`src/common/sa_cfg.svh`:
```
`ifndef SA_CFG_SVH
`define SA_CFG_SVH

// Feature dimension, also the size of Wq and Wk
`define SA_DIM 8

// One lane per token
`define SA_MAX_TOKENS 8

// Input element width
`define SA_DATA_W 8

// Eight 16-bit products need three extra bits
`define SA_ACC_W 19

// Q.K dot product of eight 38-bit products
`define SA_SCORE_W 41

`endif

```
`src/common/sa_pkg.sv`:
```
`default_nettype none

package sa_pkg;

	`include "sa_cfg.svh"

	typedef logic signed [`SA_DATA_W-1:0] data_t;
	typedef logic signed [`SA_ACC_W-1:0] acc_t;
	typedef logic signed [`SA_SCORE_W-1:0] score_t;

	typedef logic [$clog2(`SA_DIM)-1:0] idx_t;
	typedef logic [$clog2(`SA_MAX_TOKENS+1)-1:0] tcount_t;

	// One Q or K row, element n at [n]
	typedef acc_t [`SA_DIM-1:0] lane_vec_t;

	typedef enum logic [1:0] {
		OP_NOP,
		OP_LOAD_X,
		OP_ACC_W
	} lane_op_e;

	typedef enum logic [1:0] {
		PH_IDLE,
		PH_DATA,
		PH_WEIGHT
	} load_phase_e;

	typedef enum logic {
		SC_IDLE,
		SC_EMIT
	} score_state_e;

	// Broadcast to every token lane, one per accepted beat
	typedef struct packed {
		lane_op_e op;
		idx_t row;
		idx_t col;
		data_t x;
		data_t wq;
		data_t wk;
	} lane_cmd_t;

endpackage

`default_nettype wire

```
`src/source/attn_loader.sv`:
```
`default_nettype none

module attn_loader import sa_pkg::*; (
	input logic k_clk,
	input logic rst_n,
	input logic in_valid,
	input tcount_t t,
	input data_t in_data,
	input data_t w_q,
	input data_t w_k,
	input logic score_busy,
	output lane_cmd_t lane_cmd,
	output logic scores_start,
	output tcount_t job_t
);

	load_phase_e phase;
	idx_t row;
	idx_t col;
	tcount_t t_last;
	logic accept;
	logic last_w;
	logic col_end;
	logic row_end;

	lane_op_e cmd_op;
	idx_t cmd_row;
	idx_t cmd_col;
	data_t cmd_x;
	data_t cmd_wq;
	data_t cmd_wk;

	assign t_last = job_t - 1'b1;

	// Command for the final Wq/Wk element is on the bus
	assign last_w = (cmd_op == OP_ACC_W) && (&cmd_row) && (&cmd_col);

	// Nothing is taken in until the score pass has let go
	assign accept = in_valid && !score_busy && !scores_start && !last_w;

	assign col_end = (col == idx_t'(`SA_DIM - 1));
	assign row_end = (phase == PH_WEIGHT) ? (row == idx_t'(`SA_DIM - 1))
		: (row == t_last[$bits(idx_t)-1:0]);

	always_ff @(posedge k_clk or negedge rst_n) begin
		if (!rst_n) begin
			phase <= PH_IDLE;
			row <= '0;
			col <= '0;
			job_t <= '0;
			cmd_op <= OP_NOP;
			scores_start <= 1'b0;
		end else begin
			scores_start <= last_w;
			cmd_op <= OP_NOP;
			if (accept) begin
				cmd_op <= (phase == PH_WEIGHT) ? OP_ACC_W : OP_LOAD_X;
				if (phase == PH_IDLE) begin
					// First beat carries T along with X[0][0]
					job_t <= t;
					phase <= PH_DATA;
					col <= col + 1'b1;
				end else if (col_end) begin
					col <= '0;
					if (row_end) begin
						row <= '0;
						phase <= (phase == PH_DATA) ? PH_WEIGHT : PH_IDLE;
					end else begin
						row <= row + 1'b1;
					end
				end else begin
					col <= col + 1'b1;
				end
			end
		end
	end

	// Beat payload, only meaningful while cmd_op is not OP_NOP
	always_ff @(posedge k_clk) begin
		if (accept) begin
			cmd_row <= row;
			cmd_col <= col;
			cmd_x <= in_data;
			cmd_wq <= w_q;
			cmd_wk <= w_k;
		end
	end

	assign lane_cmd = '{
		op: cmd_op,
		row: cmd_row,
		col: cmd_col,
		x: cmd_x,
		wq: cmd_wq,
		wk: cmd_wk
	};

endmodule

`default_nettype wire

```
`config.mk`:
```
export PLATFORM = sky130hd
export DESIGN_NAME = attn_loader
export DESIGN_NICKNAME = d
export VERILOG_FILES = /design/src/common/sa_pkg.sv /design/src/source/attn_loader.sv
export VERILOG_INCLUDE_DIRS = /design/src /design/src/common
export SDC_FILE = /design/constraint.sdc
export NUM_CORES = 1
export LEC_CHECK = 0
export ABC_AREA = 1
export BUFFER_PORTS_ARGS = -buffer_cell sky130_fd_sc_hd__clkbuf_2
export CAP_MARGIN = 20
export CORE_ASPECT_RATIO = 0.9
export CORE_MARGIN = 5
export CORE_UTILIZATION = 37
export CTS_CLUSTER_SIZE = 24
export DETAILED_ROUTE_END_ITERATION = 10
export PLACE_DENSITY = 0.64
export SLEW_MARGIN = 20
export SYNTH_ARGS = -nofsm -noshare
export SYNTH_HDL_FRONTEND = slang
export SYNTH_SLANG_ARGS = --single-unit
```
`constraint.sdc`:
```
create_clock -name k_clk -period 1.3 [get_ports k_clk]
set_input_delay 0.325 -clock k_clk [delete_from_list [all_inputs] [get_ports k_clk]]
set_output_delay 0.325 -clock k_clk [all_outputs]
set_load 0.03 [all_outputs]
```
==> flow_metrics.env <==
export IMPL_status="complete, but fails checks"
export IMPL_violations="setup timing"
export IMPL_insertedDiodeCount=0
export IMPL_cts_buffers=5
export IMPL_cp_buffers_inverters=3
export IMPL_cts_tree="yes"
export IMPL_hold_path_endpoint="cmd_wq[2]$_DFFE_PP_"
export IMPL_design_area_sq_um=2560
export IMPL_dr_pass1_iters=4
export IMPL_hold_violations=0
export IMPL_dr_total_vias=1233
export IMPL_critPathSlowestCell="dfrtp_1"
export IMPL_hp_start="w_q[2]"
export IMPL_yosysMostFrequentCell="nand2_1"
export IMPL_clock_latency_ns=0.29
export IMPL_r2r_slack_ns=-0.03
export IMPL_nets=263
export IMPL_cts_sinks=45
export IMPL_top_level_ports=69
export IMPL_utilization_pct=57.5
export IMPL_slowest_delay_ns=0.38
export IMPL_ys_top_cells_by_count="nand2_1 (34), edfxtp_1 (30), dfrtp_1 (15)"
export IMPL_cpMostUsedCell="inv_2"
export IMPL_cts_max_level=2
export IMPL_clk_pin_slew_ns=0.09
export IMPL_cp_top_family="flip-flops"
export IMPL_r2r_end="row[0]$_DFFE_PN0P_"
export IMPL_ff2ff_path_depth=9
export IMPL_max_clock_path_buffers=2
export IMPL_power_mw=3.80
export IMPL_hold_depth=1
export IMPL_ant_nets=0
export IMPL_synth_warnings=0
export IMPL_slew_violations=0
export IMPL_core_sq_um=4460
export IMPL_wl_met1_um=1520
export IMPL_dieArea_sq_um=6050
export IMPL_dieHeight_um=74.3
export IMPL_reg2reg_from="col[0]$_DFFE_PN0P_"
export IMPL_dr_wl_met2_um=1550
export IMPL_hold_path_class="in2reg"
export IMPL_holdWs_ns=0.208
export IMPL_leakage_nw=1.18
export IMPL_wirelength_um=3560
export IMPL_syn_nets=167
export IMPL_grt_pass1_wl_um=5530
export IMPL_chipWidth_um=81.4
export IMPL_first_iter_violations=32
export IMPL_place_area_sq_um=2220
export IMPL_dp_cells=270
export IMPL_ir_worst_vdd_v=0.000743
export IMPL_rsz0062_at_grt="true"
export IMPL_syn_area_per_cell_sq_um=13.0
export IMPL_finClkSkew_ns=0.00828
export IMPL_drc=0
export IMPL_ys_flop_type="edfxtp_1"
export IMPL_cp_end_kind="register"
export IMPL_syn_area_sq_um=1700
export IMPL_numPortBuffers=68
export IMPL_grt_usage_pct=12.1
export IMPL_synth_seq_cells=45
export IMPL_wire_per_inst_um=12.3
export IMPL_critPathRequiredTime_ns=1.49
export IMPL_max_slew_worst_pin_slew_ns=0.389
export IMPL_relSlewSlack_pct=74.1
export IMPL_viasPerCell=4.25
export IMPL_max_cap_violations=0
export IMPL_fin_crit_sh_pct=102
export IMPL_worstPathCellList="ha_2, ha_2, inv_2, nor2_4, inv_2, nor2_4, inv_2, nand2_1, nand2_1"
export IMPL_stdcell_count=290
export IMPL_routed_top_layer="met4"
export IMPL_place_congestion=0.754
export IMPL_worst_setup_path_type="reg2reg"
export IMPL_max_freq_mhz=751
export IMPL_cp_arrival_ns=1.53
export IMPL_critPathLaunchType="register"
export IMPL_finalSetupViolCount=21
export IMPL_setup_ws_ns=-0.0324
export IMPL_synth_top_area_share_pct=53.1
export IMPL_synth_largest_area_cell="edfxtp_1"
export IMPL_routed_wl_met3_um=465
export IMPL_dp_slack_ns=-0.0811
export IMPL_ys_types=18
export IMPL_cts_root_buf="clkbuf_8"
export IMPL_num_rows=23
export IMPL_layout_min_cycle_time_ns=1.33
export IMPL_grt_pass1_vias=1159
export IMPL_hpwl_um=2480
export IMPL_powerDensity_nw_per_um2=1480
export IMPL_grt_ovfl_total=0
export IMPL_ys_top_cells_by_area="edfxtp_1 (53%), dfrtp_1 (22%), nand2_1 (7.5%)"
export IMPL_tns_ns=-0.213
export IMPL_synth_edf_count=30
export IMPL_async_flop_share_pct=33.3
export IMPL_crit_fanout=4
export IMPL_antenna_found_initial=0
export IMPL_area_delta_synth_final_pct=51.1
export IMPL_drive_above_1_share_pct=57.5
export IMPL_syn_inst=131
export IMPL_grt_max_degree=16
export IMPL_seq_area_frac_synth_pct=75.2
export IMPL_start_util_pct=38.1
==> cell families (layout without fill, tap and decap cells) <==
family | Yosys count | after routing | synth area share [%]
and+or+nand+nor | 60 | 60 | 16.1
DFF | 45 | 45 | 75.2
buffers and inverters | 15 | 112 | 3.32
AOI/OAI and AO/OA | 6 | 6 | 1.92
adders and majority gates | 4 | 4 | 2.95
xor gates and xnor gates | 1 | 1 | 0.516
==> power breakdown <==
group	switching, mW	internal [mW]	leakage [nW]
sequential	0.124	1.72	0.467
clock	0.465	0.379	0.0374
combinational	0.646	0.468	0.673
==> worst max path at each step <==
stage / startpoint / slack [ns] / cells past startpoint / end
6_report: col[0]$_DFFE_PN0P_ / -0.03 / 9 / row[0]$_DFFE_PN0P_
5_1_grt: col[0]$_DFFE_PN0P_ / -0.13 / 9 / row[1]$_DFFE_PN0P_
4_1_cts: scores_start$_DFF_PN0_ / -0.03 / 7 / phase[0]$_DFFE_PN0P_
3_5_place_dp: score_busy / -0.08 / 7 / job_t[0]$_DFFE_PN0P_
3_3_place_gp: score_busy / -0.05 / 7 / job_t[1]$_DFFE_PN0P_
2_1_floorplan: cmd_col[1]$_DFFE_PP_ / -0.08 / 8 / job_t[1]$_DFFE_PN0P_
==> routing by layer <==
layer  vias up  track usage (%)
li1        634                -
met1       539             15.5
met2        57             19.3
met3         3             5.21
met4         0             2.81
met5         -                0
==> sequential cells by signal, indices dropped and copies added, names as in the netlist <==
signal        cells
cmd_wk            8
cmd_op            2
cmd_wq            8
row               3
col               3
job_t             4
cmd_col           3
cmd_row           3
phase             2
cmd_x             8
scores_start      1
==> area by class of cell <==
type	instances	area [sq um]
clock buffer	6	72.6
clock inverter	2	15.0
fill	380	1900
inverter	15	68.8
multi-input combinational	71	469
sequential	45	1280
tap	62	77.6
timing repair buffer	84	527
timing repair inverter	5	56.3
==> cells in the final DEF (no fill, tap or decap), types with 2 or more instances in the layout <==
| cell type | synthesis | final |
|---|---|---|
| a21oi_1 | 4 | 4 |
| buf_4 | 0 | 9 |
| buf_6 | 0 | 7 |
| buf_8 | 0 | 2 |
| clkbuf_2 | 0 | 64 |
| clkbuf_8 | 0 | 5 |
| clkinvlp_4 | 0 | 2 |
| dfrtp_1 | 15 | 13 |
| dfrtp_2 | 0 | 2 |
| edfxtp_1 | 30 | 30 |
| ha_2 | 0 | 2 |
| inv_1 | 10 | 7 |
| inv_12 | 0 | 2 |
| inv_2 | 5 | 7 |
| inv_6 | 0 | 2 |
| inv_8 | 0 | 2 |
| nand2_1 | 34 | 26 |
| nand2_2 | 2 | 9 |
| nand3_1 | 8 | 4 |
| nand3_2 | 0 | 4 |
| nand4_1 | 2 | 2 |
| nor2_1 | 9 | 6 |
| nor2_2 | 2 | 2 |
| nor2_4 | 1 | 4 |
==> repair_timing <==
| item | in CTS | in global routing |
|---|---|---|
| setup buffers | 4 | 2 |
| pin swaps | 5 | 14 |
| endpoints found under the hold margin | 15 | 0 |
| hold buffers | 1 | 0 |
| endpoints found under the setup margin | 44 | 47 |
| cloned | 5 | 0 |
| gates resized for setup | 22 | 21 |
(Power assumes the default switching activity.)
