[config.mk]
export PLATFORM = sky130hd
export DESIGN_NAME = token_lane
export DESIGN_NICKNAME = d
export VERILOG_FILES = /design/src/common/sa_pkg.sv /design/src/source/token_lane.sv
export VERILOG_INCLUDE_DIRS = /design/src /design/src/common
export SDC_FILE = /design/constraint.sdc
export NUM_CORES = 1
export LEC_CHECK = 0
export BUFFER_PORTS_ARGS = -buffer_cell sky130_fd_sc_hd__buf_2
export CORE_ASPECT_RATIO = 2
export CORE_MARGIN = 1.5
export CORE_UTILIZATION = 41
export DETAILED_ROUTE_END_ITERATION = 12
export PLACE_DENSITY = 0.66
export SYNTH_ARGS = -nofsm -noshare
export SYNTH_HDL_FRONTEND = slang
export SYNTH_SLANG_ARGS = --single-unit
[constraint.sdc]
create_clock -name k_clk -period 12.5 [get_ports k_clk]
set_input_delay 1.875 -clock k_clk [delete_from_list [all_inputs] [get_ports k_clk]]
set_output_delay 1.875 -clock k_clk [all_outputs]
set_load 0.005 [all_outputs]
[src/common/sa_cfg.svh]
`ifndef SA_CFG_SVH
`define SA_CFG_SVH

// Feature dimension, also the size of Wq and Wk
`define SA_DIM 8

// One lane per token
`define SA_MAX_TOKENS 8

// Input element width
`define SA_DATA_W 8

// Eight 16-bit products need three extra bits
`define SA_ACC_W 19

// Q.K dot product of eight 38-bit products
`define SA_SCORE_W 41

`endif

[src/common/sa_pkg.sv]
`default_nettype none

package sa_pkg;

	`include "sa_cfg.svh"

	typedef logic signed [`SA_DATA_W-1:0] data_t;
	typedef logic signed [`SA_ACC_W-1:0] acc_t;
	typedef logic signed [`SA_SCORE_W-1:0] score_t;

	typedef logic [$clog2(`SA_DIM)-1:0] idx_t;
	typedef logic [$clog2(`SA_MAX_TOKENS+1)-1:0] tcount_t;

	// One Q or K row, element n at [n]
	typedef acc_t [`SA_DIM-1:0] lane_vec_t;

	typedef enum logic [1:0] {
		OP_NOP,
		OP_LOAD_X,
		OP_ACC_W
	} lane_op_e;

	typedef enum logic [1:0] {
		PH_IDLE,
		PH_DATA,
		PH_WEIGHT
	} load_phase_e;

	typedef enum logic {
		SC_IDLE,
		SC_EMIT
	} score_state_e;

	// Broadcast to every token lane, one per accepted beat
	typedef struct packed {
		lane_op_e op;
		idx_t row;
		idx_t col;
		data_t x;
		data_t wq;
		data_t wk;
	} lane_cmd_t;

endpackage

`default_nettype wire

[src/source/token_lane.sv]
`default_nettype none

`include "sa_cfg.svh"

module token_lane import sa_pkg::*; #(
	parameter int LANE_ID = 0
) (
	input logic k_clk,
	input logic rst_n,
	input lane_cmd_t lane_cmd,
	output lane_vec_t q_row,
	output lane_vec_t k_row
);

	data_t x_row [`SA_DIM];
	data_t x_sel;
	logic signed [2*`SA_DATA_W-1:0] q_prod;
	logic signed [2*`SA_DATA_W-1:0] k_prod;
	logic own_row;
	logic job_start;

	assign own_row = (lane_cmd.row == idx_t'(LANE_ID));

	// X[0][0] opens a new job in every lane
	assign job_start = (lane_cmd.op == OP_LOAD_X) && (lane_cmd.row == '0)
		&& (lane_cmd.col == '0);

	// Rank-one step: X[lane][r] times row r of both weight matrices
	assign x_sel = x_row[lane_cmd.row];
	assign q_prod = x_sel * lane_cmd.wq;
	assign k_prod = x_sel * lane_cmd.wk;

	always_ff @(posedge k_clk) begin
		if (lane_cmd.op == OP_LOAD_X && own_row) begin
			x_row[lane_cmd.col] <= lane_cmd.x;
		end
	end

	always_ff @(posedge k_clk or negedge rst_n) begin
		if (!rst_n) begin
			q_row <= '0;
			k_row <= '0;
		end else if (job_start) begin
			q_row <= '0;
			k_row <= '0;
		end else if (lane_cmd.op == OP_ACC_W) begin
			q_row[lane_cmd.col] <= q_row[lane_cmd.col] + q_prod;
			k_row[lane_cmd.col] <= k_row[lane_cmd.col] + k_prod;
		end
	end

endmodule

`default_nettype wire

==> flow_summary.ini, run 1 <==
[global_route]
grt_pass1_vias = 19700
grtUsageTotal = 0.301
grt_max_degree = 99
antenna_found_initial = 1
overflow = 0
grt_pass1_wl_um = 126000

[clocking]
clk_latency_ns = 0.56
cts_made_buffers = 35
cts_resized = 0
clockBufferDepth = 3
clock-root-buffer = clkbuf_16
htreeDepth = 2
path_clk_slew_ns = 0.06
post_cts_buffers = 0
ctsHoldBuffers = 0
cts.sinks = 368
cts_tree = yes

[route]
vias = 19200
drt_iter0_drc = 1864
wl_per_cell_um = 26.6
drc = 0
ant_nets = 0
routed_wl_um = 86100
first_pass_iters = 6
vias_per_cell = 5.94

[setup_path]
cp-end-kind = flop
path_buf_inv = 6
critPathTopFamily = adder cells
crit_arrival_ns = 9.15
worstPathMaxFanout = 23
slowest_delay_ns = 0.80
cp_slowest_cell = nor2_1
cp_cell_sequence = buf_2, inv_1, buf_4, nand2_1, nor2_1, a222oi_1, o21ai_0, a211oi_1, fa_1, inv_1, fa_1, ha_1, inv_1, fa_1, inv_1, ha_1, ha_1, fa_1, a21o_1, a2111oi_2, o21bai_1, a21oi_1, xnor2_1, a22o_1
path_class = in -> reg
cp.required_ns = 12.98
startpoint_type = primary input

[floorplan]
die-area_sq_mm = 0.0574
die_x_um = 170
core-area_sq_mm = 0.0553
pin_count = 338
start_util = 0.415
rows = 122
fp.dieH_um = 337

[yosys]
yosysTopAreaCellShare = 0.332
syn_area_per_cell_sq_um = 10.4
yosys.area.top_type = dfrtp_1
syn-instance-count = 2196
ys.flop_type = dfrtp_1
synth_warnings = 0
yosys-top-cells-count = nand2_1 (323), dfrtp_1 (304), o21ai_0 (207), inv_1 (174), fa_1 (168)
ys_ff_latch = 368
syn_area_sq_mm = 0.0229
synthMostInstantiatedCell = nand2_1
synth-async-reset-ratio = 0.826
synth_edf_count = 64
synth_area_leaders = dfrtp_1 (33%), fa_1 (15%), edfxtp_1 (8.4%)
ys_types = 73
ys_seq_area_frac = 0.416
syn_nets = 2486

[placement]
gp_congestion = 0.988
hpwl_um = 63400
pre_cts_ws_ns = 3.37
dp.cells = 3175
postPlaceCellArea_sq_mm = 0.0252
port_buffers = 337

[timing]
hold_violations = 0
fin_skew_ns = 0.0320
slew_violations = 0
tns_ns = 0
fmax_ghz = 0.115
layout_min_cycle_time_ns = 8.67
worst_pin_slew_ns = 1.29
period_share = 0.694
rsz0062_at_grt = false
slew_headroom = 0.138
setup_slack_ns = 3.83
final-setup-viol-count = 0

[final_layout]
design_area_sq_mm = 0.0264
diodes = 0
syn_to_final_growth_pct = 15.1
fin_cells = 3237
drive_gt1_frac = 0.206
nNetsFinal = 2758

[job]
cap_viol_max_count = 0

[run_status]
outcome = complete, no violations

[worst_hold_path]
hp-class = reg -> reg
registers in the layout, summed over array words and instances, names as in the netlist:
signal  flops
k_row     152
q_row     152
x_row      64
per-layer routing:
metal | up-vias | share of wire | routed length (um) | GRT usage
li1 | 8103 | - | - | -
met1 | 9716 | 0.35 | 30200 | 0.346
met2 | 1109 | 0.49 | 42000 | 0.505
met3 | 283 | 0.083 | 7100 | 0.0587
met4 | 2 | 0.078 | 6670 | 0.207
met5 | - | 0.000081 | 7 | 0
per-stage QoR:
stage	hold slack [ns]	util
floorplan	0.486	-
global placement	0.477	0.456
detailed placement	0.491	0.456
CTS	0.505	0.477
global route	0.534	0.477
finish	0.501	0.477
kinds of logic after synthesis:
logic type,count (synthesis),share of synthesized area
multiplexers,89,0.0579
XOR/XNOR,36,0.0141
adder cells (fa/ha/maj),256,0.195
buffers and inverters,308,0.0558
AO/OA/AOI/OAI,514,0.140
flip-flops,368,0.416
AND/OR/NAND/NOR,625,0.121
final timing paths:
check / start / cells after the start / end / slack [ns]
worst max-delay path: lane_cmd[25] / 24 / q_row[52] / 3.83
worst min-delay path: k_row[53] / 2 / k_row[53] / 0.50
worst max register to register: x_row[0][7] / 17 / k_row[93] / 5.68
worst min register to register: k_row[53] / 2 / k_row[53] / 0.50
max in group asynchronous: rst_n / 3 / k_row[91] / 8.89
min in group asynchronous: rst_n / 1 / q_row[38] / 1.34
final cells by class:
| cell class | count | area, sq um |
|---|---|---|
| Timing Repair Buffer | 367 | 1920 |
| Fill cell | 5226 | 28900 |
| Sequential cell | 368 | 9530 |
| Clock inverter | 10 | 158 |
| Tap cell | 744 | 931 |
| Inverter | 176 | 662 |
| Multi-Input combinational cell | 1520 | 12200 |
| Clock buffer | 52 | 1020 |
layout by cell type (no fill, tap or decap), types with 18 or more instances in the layout:
master,count
a211oi_1,18
a21oi_1,110
a22o_1,44
and2_1,55
buf_2,335
buf_4,31
clkbuf_16,35
dfrtp_1,304
edfxtp_1,64
fa_1,168
ha_1,88
inv_1,174
mux2_2,29
mux2i_1,28
mux4_2,32
nand2_1,320
nand3_1,109
nor2_1,74
o21ai_0,207
o22ai_1,33
xnor2_1,28
worst min-delay path: stages (launching register included):
cell and delay [ns]:
dfrtp_1 0.36, nand2_1 0.05, o21ai_0 0.06
Power of run 1 is left out: the tool's default activity adds up to more than one toggle a clock period on the data nets, which glitch-free logic cannot reach.
==> run 2, diff against run 1 <==
--- a/config.mk
+++ b/config.mk
@@ -6,6 +6,7 @@
 export SDC_FILE = /design/constraint.sdc
 export NUM_CORES = 1
 export LEC_CHECK = 0
+export ABC_AREA = 1
 export BUFFER_PORTS_ARGS = -buffer_cell sky130_fd_sc_hd__buf_2
 export CORE_ASPECT_RATIO = 2
 export CORE_MARGIN = 1.5
==> constraint.sdc (replaced) <==
create_clock -name k_clk -period 8.52 [get_ports k_clk]
set_input_delay 1.278 -clock k_clk [delete_from_list [all_inputs] [get_ports k_clk]]
set_output_delay 1.278 -clock k_clk [all_outputs]
set_load 0.005 [all_outputs]
==> flow_summary.ini, run 2 <==
[setup_path]
path_common_cell = fa_1
reg2reg_to = q_row[92]
cp_slowest_cell = fa_1
crit-reg2reg-launch = x_row[2][7]
rrSetupSlack_ns = 2.45
cp-end-kind = flop
cp.required_ns = 8.93
startpoint = lane_cmd[27]
endpoint = q_row[92]
crit_arrival_ns = 7.58
reg2reg_depth = 18
path_class = in -> reg
worstPathMaxFanout = 18
startpoint_type = primary input
slowest_delay_ns = 0.62
cp_cell_sequence = buf_2, buf_4, o21ai_0, o221ai_1, nand2_1, inv_1, nand2_1, fa_1, inv_1, fa_1, fa_1, fa_1, ha_1, ha_1, a21oi_1, inv_1, o21ai_0, nand4_1, nand3_1, o21ai_0

[floorplan]
die-area_sq_mm = 0.0566
fp.dieH_um = 335
rows = 121
start_util = 0.414
die_x_um = 169
core-area_sq_mm = 0.0545
pin_count = 338

[timing]
fin_skew_ns = 0.0413
hold_violations = 0
tns_ns = 0
final-setup-viol-count = 0
worst_pin_slew_ns = 1.11
slew_headroom = 0.261
rsz0062_at_grt = false
holdWs_ns = 0.513
layout_min_cycle_time_ns = 7.17
fmax_ghz = 0.140
slew_violations = 0
period_share = 0.841

[clocking]
clock-root-buffer = clkbuf_16
cts_made_buffers = 36
ctsHoldBuffers = 0
cts_tree = yes
post_cts_buffers = 0
cts_resized = 0
clk_latency_ns = 0.59
htreeDepth = 2
cts.sinks = 368
clockBufferDepth = 3
path_clk_slew_ns = 0.07

[placement]
hpwl_um = 69600
gp_congestion = 0.959
port_buffers = 337

[global_route]
antenna_found_initial = 8
grtUsageTotal = 0.337
grt_max_degree = 171
overflow = 0
grt_pass1_wl_um = 139000
grt_pass1_vias = 21800

[final_layout]
fill_cells = 5224
syn_to_final_growth_pct = 16.5
layout_common_cells = nand2_1 (494), inv_1 (399), buf_2 (336)
layout.cells.most_common = nand2_1
drive_gt1_frac = 0.172
regArea_sq_mm = 0.00953
nNetsFinal = 3111
reg_top3 = k_row (152), q_row (152), x_row (64)
multi_input_area_sq_mm = 0.0111

[yosys]
synth_fa_ha_area_frac = 0.198
synth_edf_count = 64
syn_area_per_cell_sq_um = 9.11
yosys.area_share.simple = 0.159
synth_mux_area_frac = 0.00709
synth-async-reset-ratio = 0.826
synthXorXnorAreaFrac = 0.00465
ys.flop_type = dfrtp_1
synth_top_family_by_area = adder cells
yosys.area.top_type = dfrtp_1
ys_seq_area_frac = 0.422
ys_types = 47
synth_area_leaders = dfrtp_1 (34%), fa_1 (15%), edfxtp_1 (8.5%)
syn_nets = 2770
syn_area_sq_mm = 0.0226
syn-instance-count = 2480
yosysTopAreaCellShare = 0.337
ys_ff_latch = 368
synthMostInstantiatedCell = nand2_1
synth_warnings = 0
synth-compound-area-share = 0.122
yosys-top-cells-count = nand2_1 (494), inv_1 (400), dfrtp_1 (304), nor2_1 (185), o21ai_0 (176)

[route]
drc = 0
vias_per_cell = 5.92
vias = 20800
routed_wl_um = 94800
drt_iter0_drc = 2031
ant_nets = 0
wl_per_cell_um = 26.9
first_pass_iters = 8

[job]
cap_viol_max_count = 0

[run_status]
outcome = complete, no violations

[worst_hold_path]
hp-class = reg -> reg
==> run 2: per-layer routing <==
metal  GRT usage  vias to the layer above  wire length [um]  part of all wire
met1       0.364                    10200             31000              0.33
met2       0.567                     1417             45700              0.48
met4       0.263                        6              8480             0.090
li1            -                     8769                 -                 -
met5           0                        -                40           0.00042
met3      0.0803                      469              9480              0.10
==> run 2: metrics by stage <==
stage               instances  setup WS [ns]  cell area (sq um)  utilization
finish                   3524           1.35              26300        0.483
global route             3524          0.981              26300        0.483
CTS                      3522           1.44              26300        0.483
detailed placement       3459          0.859              25200        0.462
global placement         3459          0.939              25200        0.462
floorplan                2480           2.10              22600            -
==> run 2: cell type report <==
type | instances | share of cell area
clock buffers | 48 | 0.0375
inverters | 413 | 0.0589
flip-flops and latches | 368 | 0.362
multi-input cells | 1606 | 0.421
well taps | 676 | 0.0322
clock inverters | 15 | 0.00576
repair buffers | 396 | 0.0818
diodes | 2 | 0.000190
==> run 2: worst min-delay path by stage <==
| stage | start | end | slack, ns | cells past startpoint |
|---|---|---|---|---|
| 2_1_floorplan | q_row[112] | q_row[112] | 0.49 | 2 |
| 3_3_place_gp | k_row[85] | k_row[85] | 0.49 | 2 |
| 3_5_place_dp | k_row[142] | k_row[142] | 0.49 | 2 |
| 4_1_cts | k_row[142] | k_row[142] | 0.51 | 2 |
| 5_1_grt | k_row[118] | k_row[118] | 0.54 | 2 |
| 6_report | k_row[85] | k_row[85] | 0.51 | 2 |
==> run 2: logic make-up (layout without fill, tap and decap cells) <==
logic type | count (synthesis) | after routing
adder cells (fa/ha/maj) | 256 | 256
AND/OR/NAND/NOR | 865 | 865
buffers and inverters | 506 | 872
flip-flops | 368 | 368
multiplexers | 16 | 16
XOR/XNOR | 12 | 12
other | 0 | 2
AO/OA/AOI/OAI | 457 | 457
==> run 2: critical path, delay by kind of cell <==
kind	cells	cell delay [ns]
adder cells (fa/ha/maj)	6	2.76
AND/OR/NAND/NOR	4	1.42
AO/OA/AOI/OAI	5	1.08
buffers and inverters	5	1.01
Power of run 2 is left out for the same reason.
